### src/mix_defs.svh
// **********************************************************************
// MIX word geometry macros
// byte width, byte count and magnitude width
// **********************************************************************
`ifndef MIX_DEFS_SVH
`define MIX_DEFS_SVH

// one MIX byte holds 64 values
`define MIX_BYTE_BITS 6

// bytes per word, sign not counted
`define MIX_BYTES 5

// magnitude part of a word
`define MIX_MAG_BITS 30

`endif

### src/mix_word_pkg.sv
// **********************************************************************
// MIX word formats
// data view, instruction view and the union of both
// **********************************************************************
`include "mix_defs.svh"

package mix_word_pkg;

	// data view, b[1] is the most significant byte as in Knuth
	typedef struct packed {
		logic                                       sign; // 1 = minus
		logic [1:`MIX_BYTES][`MIX_BYTE_BITS-1:0]    b;
	} mix_data_t;

	// instruction view, +AA I F C
	typedef struct packed {
		logic                           sign;
		logic [1:0][`MIX_BYTE_BITS-1:0] aa;   // address, unused by this core
		logic [`MIX_BYTE_BITS-1:0]      i;    // index spec, unused here
		logic [`MIX_BYTE_BITS-1:0]      f;    // field spec 8*L+R
		logic [`MIX_BYTE_BITS-1:0]      c;    // opcode
	} mix_instr_t;

	// same 31 bits, read either way
	typedef union packed {
		mix_data_t  data;
		mix_instr_t instr;
	} mix_word_u;

endpackage

### src/mix_arith_pkg.sv
// **********************************************************************
// arithmetic core types
// opcodes, comparison indicator, request and response
// **********************************************************************
`include "mix_defs.svh"

package mix_arith_pkg;

	// only the opcodes this core executes
	typedef enum logic [`MIX_BYTE_BITS-1:0] {
		OP_ADD  = 6'd1,
		OP_SUB  = 6'd2,
		OP_CMPA = 6'd56
	} mix_op_e;

	// comparison indicator
	typedef enum logic [1:0] {
		CMP_LESS    = 2'd0,
		CMP_EQUAL   = 2'd1,
		CMP_GREATER = 2'd2
	} mix_cmp_e;

	// one request from the caller
	typedef struct packed {
		mix_word_pkg::mix_word_u instr; // decoded as instruction
		mix_word_pkg::mix_data_t ra;    // current rA
		mix_word_pkg::mix_data_t mem;   // contents of M
	} mix_req_t;

	// one response back to the caller
	typedef struct packed {
		mix_word_pkg::mix_data_t ra;       // new rA
		logic                    overflow; // magnitude carried out
		mix_cmp_e                cmp;      // only meaningful for CMPA
		logic                    err;      // bad F or unknown C
	} mix_rsp_t;

	// note: the caller keeps rA, nothing here is architectural state

endpackage

### src/mix_arith_seq.sv
// **********************************************************************
// request sequencer
// decodes C and F, starts a unit, holds the response
// **********************************************************************
`timescale 1ns/100ps
`include "mix_defs.svh"

module mix_arith_seq (
	input  logic                     clk,
	input  logic                     rst_n,
	input  logic                     req_valid,
	output logic                     req_ready,
	input  mix_arith_pkg::mix_req_t  req,
	output logic                     rsp_valid,
	input  logic                     rsp_ready,
	output mix_arith_pkg::mix_rsp_t  rsp,
	output logic [2:0]               l,          // to both selectors
	output logic [2:0]               r,
	output logic                     start_add,
	output logic                     start_cmp,
	output logic                     subtract,
	output mix_word_pkg::mix_data_t  ra_op,
	output mix_word_pkg::mix_data_t  mem_op,
	input  logic                     add_stop,
	input  mix_word_pkg::mix_data_t  add_sum,
	input  logic                     add_ovf,
	input  logic                     cmp_stop,
	input  mix_arith_pkg::mix_cmp_e  cmp_result
);

	typedef enum logic [1:0] {
		S_IDLE,
		S_BUSY,    // unit running or error pending
		S_RESPOND
	} state_e;

	state_e                   state;
	mix_arith_pkg::mix_req_t  req_q;     // operands stay here for the whole op
	mix_arith_pkg::mix_rsp_t  rsp_q;
	logic                     err_q;
	mix_word_pkg::mix_instr_t in_instr;  // incoming request in instruction view
	mix_word_pkg::mix_instr_t cur_instr; // latched request
	logic [2:0]               in_l;
	logic [2:0]               in_r;
	logic                     f_ok;
	logic                     is_add;
	logic                     is_cmp;
	logic                     accept;

	// decode the incoming word at the accepting edge
	assign in_instr = req.instr.instr;
	assign in_l     = in_instr.f[5:3];  // F/8
	assign in_r     = in_instr.f[2:0];  // F mod 8
	assign f_ok     = (in_l <= in_r) && (in_r <= 3'(`MIX_BYTES));
	assign is_add   = (in_instr.c == mix_arith_pkg::OP_ADD) ||
	                  (in_instr.c == mix_arith_pkg::OP_SUB);
	assign is_cmp   = in_instr.c == mix_arith_pkg::OP_CMPA;
	assign accept   = req_valid && req_ready;

	// unit side comes from the held request
	assign cur_instr = req_q.instr.instr;
	assign l         = cur_instr.f[5:3];
	assign r         = cur_instr.f[2:0];
	assign subtract  = cur_instr.c == mix_arith_pkg::OP_SUB;
	assign ra_op     = req_q.ra;
	assign mem_op    = req_q.mem;

	assign req_ready = state == S_IDLE;
	assign rsp_valid = state == S_RESPOND;
	assign rsp       = rsp_q;

	always_ff @(posedge clk or negedge rst_n) begin
		if (!rst_n) begin
			state     <= S_IDLE;
			start_add <= 1'b0;
			start_cmp <= 1'b0;
			err_q     <= 1'b0;
		end else begin
			// one-cycle pulses high only after the accepting edge
			start_add <= accept && f_ok && is_add;
			start_cmp <= accept && f_ok && is_cmp;
			case (state)
				S_IDLE: begin
					if (accept) begin
						state <= S_BUSY;
						err_q <= !(f_ok && (is_add || is_cmp));
					end
				end
				S_BUSY: begin
					if (err_q || add_stop || cmp_stop)
						state <= S_RESPOND; // error skips the units and is one edge early
				end
				S_RESPOND: begin
					if (rsp_ready)
						state <= S_IDLE;
				end
				default: state <= S_IDLE;
			endcase
		end
	end

	always_ff @(posedge clk) begin
		if (accept)
			req_q <= req;
		if (state == S_BUSY) begin
			if (err_q)
				rsp_q <= '{ra: req_q.ra, overflow: 1'b0,
				           cmp: mix_arith_pkg::CMP_EQUAL, err: 1'b1};
			else if (add_stop)
				rsp_q <= '{ra: add_sum, overflow: add_ovf,
				           cmp: mix_arith_pkg::CMP_EQUAL, err: 1'b0};
			else if (cmp_stop)
				rsp_q <= '{ra: req_q.ra, overflow: 1'b0,  // CMPA leaves rA alone
				           cmp: cmp_result, err: 1'b0};
		end
	end

	// held response must not move under back-pressure
	a_rsp_stable: assert property (@(posedge clk) disable iff (!rst_n)
		rsp_valid && !rsp_ready |=> rsp_valid && $stable(rsp));

	// a unit answers alone and only while a good op waits for it
	a_one_unit: assert property (@(posedge clk) disable iff (!rst_n)
		add_stop || cmp_stop |-> state == S_BUSY && !err_q && !(add_stop && cmp_stop));

endmodule

### config.mk
export PLATFORM = sky130hd
export DESIGN_NAME = mix_arith_seq
export DESIGN_NICKNAME = d
export VERILOG_FILES = /design/src/mix_word_pkg.sv /design/src/mix_arith_pkg.sv /design/src/mix_arith_seq.sv
export VERILOG_INCLUDE_DIRS = /design/src /design/src/src
export SDC_FILE = /design/constraint.sdc
export NUM_CORES = 1
export LEC_CHECK = 0
export ABC_AREA = 0
export CORE_ASPECT_RATIO = 0.6
export CORE_UTILIZATION = 25
export CTS_BUF_LIST = sky130_fd_sc_hd__clkbuf_4 sky130_fd_sc_hd__clkbuf_8
export DETAILED_ROUTE_END_ITERATION = 12
export DONT_BUFFER_PORTS = 1
export GPL_TIMING_DRIVEN = 0
export PLACE_DENSITY = 0.37
export SYNTH_ARGS = -nofsm -noshare
export SYNTH_HDL_FRONTEND = slang
export SYNTH_SLANG_ARGS = --single-unit
### constraint.sdc
create_clock -name clk -period 3.83 [get_ports clk]
set_input_delay 0.9575 -clock clk [delete_from_list [all_inputs] [get_ports clk]]
set_output_delay 0.9575 -clock clk [all_outputs]
set_load 0.05 [all_outputs]
# Word-level counts from Yosys, hierarchy flattened
# Cells that the tools add are included.
[classes]
reduce_logical = 17
eq_ne = 9
n_lt_le_gt_ge = 2
muxes = 7
[ops]
columns = ["operator", "count"]
rows = [
  ["2-to-1 mux 35 bit", 3],
  ["equality test 6 x 2 -> 1 bit, second input constant", 2],
  ["equality test 6 x 1 -> 1 bit, second input constant", 1],
  ["equality test 6 bit, second input constant", 1],
  ["logical AND 1 bit", 6],
  ["2-to-1 mux 2 bit", 3],
  ["case mux 2 bit (3 select lines)", 1],
  ["logical OR 1 bit", 4],
  ["inequality test 2 x 1 -> 1 bit, second input constant", 2],
  ["AND reduction 2 bit", 2],
  ["less-or-equal comparator 3 bit", 1],
  ["less-or-equal comparator 3 bit, second input constant", 1],
  ["AND reduction 3 bit", 1],
  ["nonzero test 3 bit", 1],
  ["equality test 2 x 1 -> 1 bit, second input constant", 1],
  ["equality test 2 bit, second input constant", 1],
  ["logical NOT 2 bit", 1],
  ["inequality test 2 bit, second input constant", 1],
  ["OR reduction 2 bit", 1],
  ["logical NOT 1 bit", 1],
]
[totals]
wordCells = 61
out_inout_bits = 108
in_bits = 133
regBits = 114

# Logic depth before layout (Yosys ltp)
# Gate-level depths: netlist of run 1.
[logic_depth]
ltp_word = 5
mapped_depth = 6
ltp_nobuf = 6

# Worst setup path after synthesis of run 1
# No wires, ideal clock.
[synth_path]
kind = "in2reg"
start = "input port add_stop"
end = "register rsp_q (netlist bit rsp[0]) (enable)"
path_stages = 2
required_ns = 3.349
setup_ns = 0.481
slack_ns = -0.314
path_buffers = 0
arrival_time_ns = 3.663
path_cell_list = "nor3_1 nor3b_1"
[synth_between]
elab_chain_cells = 2
[synth_lines]
columns = ["item", "line", "source"]
rows = [
  ["from (decl)", "mix_arith_seq.sv:24", "input logic add_stop,"],
  ["nonzero test 3 bit (no line)", "-", ""],
  ["AND reduction 2 bit (no line)", "-", ""],
  ["to (signal assigned)", "mix_arith_seq.sv:107", "rsp_q <= '{ra: req_q.ra, overflow: 1'b0,"],
  ["to (signal assigned)", "mix_arith_seq.sv:110", "rsp_q <= '{ra: add_sum, overflow: add_ovf,"],
  ["to (signal assigned)", "mix_arith_seq.sv:113", "rsp_q <= '{ra: req_q.ra, overflow: 1'b0,"],
  ["to (decl)", "mix_arith_seq.sv:39", "mix_arith_pkg::mix_rsp_t rsp_q;"],
]
# Every way passes these cells.
# A chain may end at the register's enable or synchronous reset.

# Final worst setup path of run 1
[layout_path]
start = "register req_q (netlist bit cur_instr[0])"
end = "output port subtract"
[layout_between]
elab_chain_cells = 1
[layout_lines]
columns = ["item", "line", "source"]
rows = [
  ["from (decl)", "mix_arith_seq.sv:38", "mix_arith_pkg::mix_req_t req_q;"],
  ["from (signal assigned)", "mix_arith_seq.sv:104", "req_q <= req;"],
  ["equality test 6 x 2 -> 1 bit", "mix_arith_seq.sv:64", "assign subtract = cur_instr.c == mix_arith_pkg::OP_SUB;"],
  ["to (decl)", "mix_arith_seq.sv:21", "output logic subtract,"],
]
# Every way passes these cells.

==> impl_metrics.py, run 1 <==
metrics = {
    "synthesis": {
        "yosysSeqAreaShare_pct": 80.6,
        "syn-num-nets": 325,
        "avgSynthCellArea_sq_um": 22.3,
        "synth_cell_types": 31,
        "synth_seq_cells": 114,
        "syn_area_sq_um": 4210,
        "ys.warnings.count": 0,
        "syn_inst": 189,
    },
    "min_path": {
        "hp-class": "input pin to async pin",
    },
    "clocking": {
        "cts-buffers-inserted": 17,
        "cts_resized": 0,
        "cts-hold-fix-buffers": 0,
        "path_clk_slew_ns": 0.07,
        "clockBufferDepth": 2,
        "cts_tree": "done",
        "post_cts.repair.setup_buffers": 0,
        "htreeDepth": 4,
        "clockRootBuffer": "clkbuf_8",
        "clk_latency_ns": 0.42,
        "cts.sinks": 114,
    },
    "worst_setup_path": {
        "crit_path_start_kind": "flop",
        "endpoint_kind": "output pin",
        "critical_path_class": "flop to output pin",
        "cp.required_ns": 2.87,
        "cp.arrival_ns": 1.97,
        "path_max_fanout": 1,
    },
    "pwr": {
        "p_leak_nw": 1.67,
        "pwr-share-seq_pct": 60.3,
        "combPwrFrac_pct": 10.5,
        "pwr-share-clk_pct": 29.2,
        "p_switching_mw": 1.59,
        "power_density_nw_per_um2": 839,
        "switching_share_pct": 38.0,
        "p_total_mw": 4.17,
        "ir_drop_uv": 267,
        "p_int_mw": 2.59,
    },
    "floorplan": {
        "num_rows": 36,
        "core-area_sq_um": 16400,
        "initial_core_util_pct": 25.8,
        "dieHeight_um": 103,
        "ios": 241,
        "die_w_um": 170,
        "die-area_sq_um": 17400,
    },
    "grt": {
        "grt_max_degree": 77,
        "grt_overflow": 0,
        "grt_pass1_vias": 1907,
        "antenna_found_initial": 0,
        "grt_pass1_wl_um": 11800,
        "gr-usage-all-layers_pct": 9.98,
    },
    "final_layout": {
        "multi_input_area_sq_um": 702,
        "diodes": 0,
        "fillCellCount": 1587,
        "mostFrequentLayoutCells": "edfxtp_1 (109), mux2_4 (29), clkbuf_8 (17)",
        "final_common_cell": "edfxtp_1",
        "drive_gt1_share_pct": 36.3,
        "nNetsFinal": 346,
        "fin_area_sq_um": 4970,
        "area_growth_pct": 18.1,
        "register_area_sq_um": 3400,
    },
    "route": {
        "remaining_drc_errors": 0,
        "wl_um": 8720,
        "ant_nets": 0,
        "viasPerCell": 3.98,
        "dr.pass1.iters": 4,
        "drt_iter0_markers": 88,
        "wl_per_cell_um": 19.3,
        "vias": 1794,
    },
    "placed_design": {
        "port_buffers": 0,
        "place.gp.congestion": 0.670,
        "hpwl_um": 6070,
        "place_area_sq_um": 4550,
    },
    "run": {
        "maxCapViolations": 0,
    },
    "timing": {
        "slew_viol_final": 0,
        "hold_violations": 0,
        "rsz0062_at_grt": "false",
        "period_minus_slack_ns": 2.93,
        "timing.final.crit_share_pct": 76.5,
        "worst_pin_slew_ns": 1.02,
        "finClkSkew_ns": 0.00542,
        "max_clock_freq_mhz": 341,
        "setup-violations-final": 0,
        "slew_headroom_pct": 32.2,
    },
    "run_status": {
        "status": "finished clean",
    },
}
-- flip-flops by register name, indices dropped and copies added (netlist names) --
signal	cells
rsp	35
mem_op	31
ra_op	31
cur_instr	12
state	2
err_q	1
start_add	1
start_cmp	1
-- critical path, stage by stage (launching register included) --
cell	delay (ns)
edfxtp_1	0.35
or4b_1	0.54
nor3_2	0.65
-- cell usage after synthesis --
| library cell | count | area [sq um] |
|---|---|---|
| mux2_2 | 2 | 22.5 |
| a21o_1 | 1 | 7.51 |
| mux2_4 | 29 | 435 |
| edfxtp_1 | 109 | 3270 |
| nor4_2 | 1 | 12.5 |
| nand3_1 | 1 | 5.00 |
| nor3_1 | 2 | 10.0 |
| or3_2 | 1 | 7.51 |
| nor3b_1 | 2 | 15.0 |
| and2_2 | 1 | 7.51 |
| or4b_1 | 1 | 10.0 |
| inv_1 | 5 | 18.8 |
| buf_8 | 1 | 15.0 |
| o221ai_2 | 1 | 15.0 |
| dfrtp_1 | 5 | 125 |
| nor2_1 | 3 | 11.3 |
| and2_4 | 1 | 8.76 |
| o31a_1 | 1 | 8.76 |
| nand4b_1 | 1 | 8.76 |
| o22a_1 | 1 | 8.76 |
| nor2b_1 | 2 | 12.5 |
| ha_1 | 3 | 37.5 |
| xor2_1 | 1 | 8.76 |
| buf_6 | 1 | 11.3 |
| o21ai_0 | 1 | 5.00 |
| mux2i_1 | 1 | 10.0 |
| nand2_1 | 1 | 3.75 |
| a211oi_1 | 1 | 7.51 |
| nor4_1 | 1 | 6.26 |
| buf_12 | 2 | 40.0 |
| buf_4 | 6 | 45.0 |
-- routing by layer --
layer | vias to the layer above | global-route usage, % | part of all wire, %
met5 | - | 0 | 0
met4 | 0 | 7.07 | 2.3
met3 | 14 | 7.33 | 15
met2 | 148 | 13.3 | 43
met1 | 854 | 11.0 | 39
li1 | 778 | - | -
-- cell type report --
type,instances,area share [%]
well taps,228,5.73
clock inverters,14,3.77
plain buffers,10,2.24
inverters,5,0.377
flip-flops and latches,114,68.3
clock buffers,18,4.85
repair buffers,2,0.604
multi-input cells,60,14.1
-- metrics by stage --
| stage | std cells | utilization, % | TNS [ns] | hold slack, ns | setup slack [ns] |
|---|---|---|---|---|---|
| after floorplan | 189 | - | 0 | 0.459 | 0.948 |
| after global placement | 417 | 27.5 | -4.07 | 0.472 | -0.119 |
| after detailed placement | 419 | 27.8 | 0 | 0.523 | 0.926 |
| after CTS | 451 | 30.4 | 0 | 0.173 | 0.827 |
| after global routing | 451 | 30.4 | 0 | 0.173 | 0.761 |
| final | 451 | 30.4 | 0 | 0.222 | 0.901 |
-- path summary, 6_finish.rpt --
| kind | startpoint | to | slack, ns | cells after the start |
|---|---|---|---|---|
| max in group asynchronous | rst_n | state[1] | 3.54 | 0 |
| max reg2reg | state[1] | start_cmp | 1.01 | 4 |
| min reg2reg | state[1] | state[0] | 0.53 | 1 |
| min | rst_n | start_cmp | 0.22 | 0 |
| max | cur_instr[0] | subtract | 0.90 | 2 |
| min in group clk | state[1] | state[0] | 0.53 | 1 |
-- kinds of logic after synthesis --
kind of cell               synth area share (%)
muxes                                      11.1
buffers and inverters                      3.09
adders and majority gates                 0.891
xor gates and xnor gates                  0.208
and+or+nand+nor                            2.82
AOI/OAI and AO/OA                          1.25
DFF                                        80.6
-- power by group through the flow --
stage,clock (mW),combinational [mW],sequential [mW]
detailed placement,0,0.454,2.54
floorplan,0,0.340,2.50
global route,1.31,0.480,2.55
finish,1.22,0.436,2.52
CTS,1.27,0.457,2.52
global placement,0,0.422,2.56
(Power assumes the default switching activity.)
==> run 2: changes to the inputs <==
--- a/config.mk
+++ b/config.mk
@@ -13,7 +13,7 @@
 export DETAILED_ROUTE_END_ITERATION = 12
 export DONT_BUFFER_PORTS = 1
 export GPL_TIMING_DRIVEN = 0
-export PLACE_DENSITY = 0.37
+export PLACE_DENSITY = 0.35
 export SYNTH_ARGS = -nofsm -noshare
 export SYNTH_HDL_FRONTEND = slang
 export SYNTH_SLANG_ARGS = --single-unit
==> constraint.sdc (replaced) <==
create_clock -name clk -period 2.8 [get_ports clk]
set_input_delay 0.7 -clock clk [delete_from_list [all_inputs] [get_ports clk]]
set_output_delay 0.7 -clock clk [all_outputs]
set_load 0.05 [all_outputs]
==> impl_metrics.py, run 2 (same netlist as run 1, synthesis figures left out) <==
metrics = {
    "timing": {
        "hold_violations": 0,
        "finClkSkew_ns": 0.00813,
        "max_clock_freq_mhz": 397,
        "setup-violations-final": 0,
        "slew_headroom_pct": 31.9,
        "period_minus_slack_ns": 2.52,
        "worst_pin_slew_ns": 1.02,
        "rsz0062_at_grt": "false",
        "worst_slack_ns": 0.279,
        "hold_slack_ns": 0.342,
        "slew_viol_final": 0,
        "timing.final.crit_share_pct": 90.0,
    },
    "final_layout": {
        "diodes": 0,
        "largest_reg_flops": 35,
        "mostFrequentLayoutCells": "edfxtp_1 (109), mux2_4 (29), clkbuf_8 (17)",
        "fin_util_pct": 30.8,
        "area_growth_pct": 19.5,
        "fin_area_sq_um": 5040,
        "final_common_cell": "edfxtp_1",
        "drive_gt1_share_pct": 37.3,
        "register_area_sq_um": 3400,
        "nNetsFinal": 348,
        "fillCellCount": 1593,
        "multi_input_area_sq_um": 718,
    },
    "worst_setup_path": {
        "r2r_end": "start_cmp",
        "path_max_fanout": 1,
        "path_depth": 2,
        "max_stage_delay_ns": 0.58,
        "startpoint": "cur_instr[0]",
        "worstPathCellList": "or4b_1 -> nor3_4",
        "rrSetupSlack_ns": 0.46,
        "critical_path_class": "flop to output pin",
        "endpoint_kind": "output pin",
        "cp.required_ns": 2.10,
        "path_buf_inv": 0,
        "worstReg2RegStart": "state[1]",
        "rr_worst_depth": 4,
        "crit_path_top_delay_cell": "or4b_1",
        "crit_path_start_kind": "flop",
        "cp.arrival_ns": 1.82,
        "crit_end": "subtract",
        "critPathTopFamily": "simple AND/OR/NAND/NOR gates",
    },
    "min_path": {
        "hp-class": "input pin to flop",
    },
    "floorplan": {
        "die_w_um": 170,
        "die-area_sq_um": 17400,
        "ios": 241,
        "core-area_sq_um": 16400,
        "dieHeight_um": 103,
        "initial_core_util_pct": 25.8,
        "num_rows": 36,
    },
    "placed_design": {
        "place.gp.congestion": 0.666,
        "place_area_sq_um": 4560,
        "port_buffers": 0,
        "pre_cts_slack_ns": -0.142,
        "hpwl_um": 6090,
    },
    "grt": {
        "grt_overflow": 0,
        "grt_pass1_wl_um": 12300,
        "grt_pass1_vias": 1943,
        "gr-usage-all-layers_pct": 10.4,
        "antenna_found_initial": 0,
        "grt_max_degree": 39,
    },
    "route": {
        "dr.pass1.iters": 4,
        "ant_nets": 0,
        "drt_iter0_markers": 87,
        "wl_um": 9150,
        "vias": 1860,
        "wl_per_cell_um": 20.2,
        "remaining_drc_errors": 0,
        "viasPerCell": 4.11,
    },
    "pwr": {
        "p_total_mw": 5.85,
        "ir_drop_uv": 368,
        "power_density_nw_per_um2": 1160,
        "p_leak_nw": 1.70,
    },
    "clocking": {
        "cts.sinks": 114,
        "clockBufferDepth": 2,
        "clockRootBuffer": "clkbuf_8",
        "path_clk_slew_ns": 0.07,
        "post_cts.repair.setup_buffers": 0,
        "cts-buffers-inserted": 17,
        "clk_latency_ns": 0.43,
        "cts_tree": "done",
        "htreeDepth": 4,
    },
    "run_status": {
        "status": "finished clean",
    },
    "run": {
        "maxCapViolations": 0,
    },
}
==> run 2: cell types whose count changed in the layout (fill, tap and decap cells not counted) <==
cell | before | now
bufinv_16 | 4 | 5
nor3_4 | 0 | 1
dlygate4sd3_1 | 0 | 1
nor3_2 | 1 | 0
clkinvlp_4 | 3 | 2
buf_16 | 0 | 1
buf_8 | 3 | 2
clkinv_1 | 1 | 0
nor2_1 | 3 | 2
and2_2 | 1 | 2
clkinv_2 | 3 | 4
nor2_2 | 0 | 1
==> run 2: stage by stage <==
stage,setup TNS (ns),std cells
after floorplan,0,189
final,0,453
after global placement,-33.71,417
after detailed placement,-0.199,419
after global routing,0,453
after CTS,0,453
==> run 2: cell type report <==
| type | count | share of cell area, % |
|---|---|---|
| Buffer | 10 | 2.21 |
| Clock buffer | 18 | 4.79 |
| Clock inverter | 14 | 4.20 |
| Inverter | 5 | 0.373 |
| Multi-Input combinational cell | 61 | 14.3 |
| Sequential cell | 114 | 67.5 |
| Tap cell | 228 | 5.66 |
| Timing Repair Buffer | 3 | 1.04 |
==> run 2: what timing repair did <==
item	CTS	global route
hold endpoints to repair	5	0
endpoints found under the setup margin	2	2
gates resized for setup	0	2
gates cloned	1	0
hold buffers	1	0
pin swaps	1	0
==> run 2: worst min path at each step <==
stage | start | endpoint | slack [ns] | cells past startpoint
final | req[62] | start_cmp | 0.34 | 1
after global routing | req[62] | start_cmp | 0.29 | 1
after CTS | req[62] | start_cmp | 0.29 | 1
after detailed placement | rst_n | state[1] | 0.40 | 0
after global placement | rst_n | state[1] | 0.40 | 0
after floorplan | rst_n | err_q | 0.40 | 0
==> run 2: metal layers <==
layer	share of wire [%]	vias to the layer above	wire (um)	GRT usage, %
li1	-	783	-	-
met1	40	914	3680	11.3
met2	43	152	3920	14.2
met3	15	11	1380	8.18
met4	1.8	0	163	6.44
met5	0	-	0	0
==> run 2: worst reg2reg max path, stage by stage (launching register included) <==
cell      delay (ns)
dfrtp_1         0.44
nor2_2          0.56
and2_4          0.67
o221ai_2        0.26
nor4_2          0.31
==> run 2: where the power goes <==
group / internal, mW / switching, mW
logic: 0.221 / 0.423
clock network: 1.07 / 0.695
registers: 2.36 / 1.09
==> run 3: changes to the inputs <==
--- a/config.mk
+++ b/config.mk
@@ -13,7 +13,7 @@
 export DETAILED_ROUTE_END_ITERATION = 12
 export DONT_BUFFER_PORTS = 1
 export GPL_TIMING_DRIVEN = 0
-export PLACE_DENSITY = 0.35
+export PLACE_DENSITY = 0.36
 export SYNTH_ARGS = -nofsm -noshare
 export SYNTH_HDL_FRONTEND = slang
 export SYNTH_SLANG_ARGS = --single-unit
==> impl_metrics.py, run 3 (same netlist as run 1, synthesis figures left out) <==
metrics = {
    "grt": {
        "grt_pass1_vias": 1851,
        "grt_pass1_wl_um": 11900,
        "antenna_found_initial": 0,
        "gr-usage-all-layers_pct": 10.3,
        "grt_overflow": 0,
        "grt_max_degree": 39,
    },
    "worst_setup_path": {
        "path_buf_inv": 0,
        "rr_worst_depth": 4,
        "r2r_end": "start_cmp",
        "critPathTopFamily": "simple AND/OR/NAND/NOR gates",
        "crit_end": "subtract",
        "cp.arrival_ns": 1.97,
        "worstPathCellList": "or4b_1 -> nor3_2",
        "startpoint": "cur_instr[0]",
        "path_max_fanout": 1,
        "critical_path_class": "flop to output pin",
        "rrSetupSlack_ns": 0.51,
        "crit_path_top_delay_cell": "nor3_2",
        "worstReg2RegStart": "state[1]",
        "cp.required_ns": 2.10,
        "max_stage_delay_ns": 0.67,
        "path_depth": 2,
        "crit_path_start_kind": "flop",
        "endpoint_kind": "output pin",
    },
    "timing": {
        "timing.final.crit_share_pct": 95.4,
        "period_minus_slack_ns": 2.67,
        "slew_viol_final": 0,
        "setup-violations-final": 0,
        "hold_slack_ns": 0.347,
        "worst_pin_slew_ns": 1.03,
        "hold_violations": 0,
        "rsz0062_at_grt": "false",
        "slew_headroom_pct": 31.3,
        "finClkSkew_ns": 0.0108,
        "max_clock_freq_mhz": 375,
        "worst_slack_ns": 0.130,
    },
    "pwr": {
        "p_total_mw": 5.71,
        "ir_drop_uv": 374,
        "power_density_nw_per_um2": 1140,
        "p_leak_nw": 1.67,
    },
    "floorplan": {
        "ios": 241,
        "die_w_um": 170,
        "core-area_sq_um": 16400,
        "initial_core_util_pct": 25.8,
        "dieHeight_um": 103,
        "die-area_sq_um": 17400,
        "num_rows": 36,
    },
    "final_layout": {
        "diodes": 0,
        "final_common_cell": "edfxtp_1",
        "fin_util_pct": 30.6,
        "finalNonFillerCells": 453,
        "area_growth_pct": 18.6,
        "nNetsFinal": 348,
        "drive_gt1_share_pct": 36.9,
        "fillCellCount": 1569,
        "mostFrequentLayoutCells": "edfxtp_1 (109), mux2_4 (29), clkbuf_8 (17)",
        "largest_reg_flops": 35,
    },
    "run": {
        "maxCapViolations": 0,
    },
    "route": {
        "ant_nets": 0,
        "viasPerCell": 4.06,
        "remaining_drc_errors": 0,
        "dr.pass1.iters": 4,
        "vias": 1839,
        "wl_per_cell_um": 20.4,
        "drt_iter0_markers": 58,
        "wl_um": 9260,
    },
    "clocking": {
        "path_clk_slew_ns": 0.07,
        "clockBufferDepth": 2,
        "post_cts.repair.setup_buffers": 0,
        "clockRootBuffer": "clkbuf_8",
        "clk_latency_ns": 0.41,
        "htreeDepth": 4,
        "cts.sinks": 114,
        "cts_tree": "done",
        "cts-buffers-inserted": 17,
    },
    "run_status": {
        "status": "finished clean",
    },
    "min_path": {
        "hp-class": "input pin to flop",
        "hp-start": "req[62]",
    },
    "placed_design": {
        "placedCellCount": 419,
        "pre_cts_slack_ns": -0.224,
        "hpwl_um": 6190,
        "place.gp.congestion": 0.663,
        "port_buffers": 0,
    },
}
## run 3: cell types whose count changed in the layout (fill, tap and decap cells not counted), sizes merged
cell	change
bufinv	-2
clkbuf	-1
clkinvlp	+1
inv	+2
## run 3: through the flow
step	setup TNS, ns	instance area (sq um)
after global placement	-36.68	4500
after CTS	0	4990
after global routing	0	5000
final	0	5000
after detailed placement	-0.553	4560
after floorplan	0	4220
## run 3: cell type report
| type | count | area, sq um | share of cell area (%) |
|---|---|---|---|
| Sequential cell | 114 | 3400 | 68.0 |
| Clock buffer | 17 | 234 | 4.68 |
| Multi-Input combinational cell | 61 | 713 | 14.3 |
| Clock inverter | 15 | 183 | 3.66 |
| Inverter | 5 | 18.8 | 0.376 |
| Tap cell | 228 | 285 | 5.71 |
| Timing Repair Buffer | 3 | 52.6 | 1.05 |
| Buffer | 10 | 111 | 2.23 |
## run 3: worst min path at each step
| stage | end | slack [ns] | depth (start not counted) |
|---|---|---|---|
| finish | start_cmp | 0.35 | 1 |
| global route | start_cmp | 0.29 | 1 |
| global placement | start_add | 0.40 | 0 |
| CTS | start_cmp | 0.31 | 1 |
| detailed placement | start_add | 0.40 | 0 |
| floorplan | err_q | 0.40 | 0 |
## run 3: per-layer routing
metal  vias to the layer above  part of all wire (%)  track usage [%]
li1                        781                     -                -
met1                       898                    39             10.6
met2                       154                    45             15.0
met3                         6                    16             8.52
met4                         0                  0.65             4.99
met5                         -                     0                0
## run 3: report_power, final
part | total [mW] | internal (mW) | switching, mW
registers | 3.45 | 2.36 | 1.09
clock network | 1.61 | 0.889 | 0.725
logic | 0.647 | 0.223 | 0.424
## run 3: what timing repair did
item                       in CTS  in global routing
cloned                          1                  0
pin swaps                       1                  0
hold endpoints to repair        5                  0
hold buffers                    1                  0
setup endpoints to repair       3                 38
gates resized for setup         0                  2
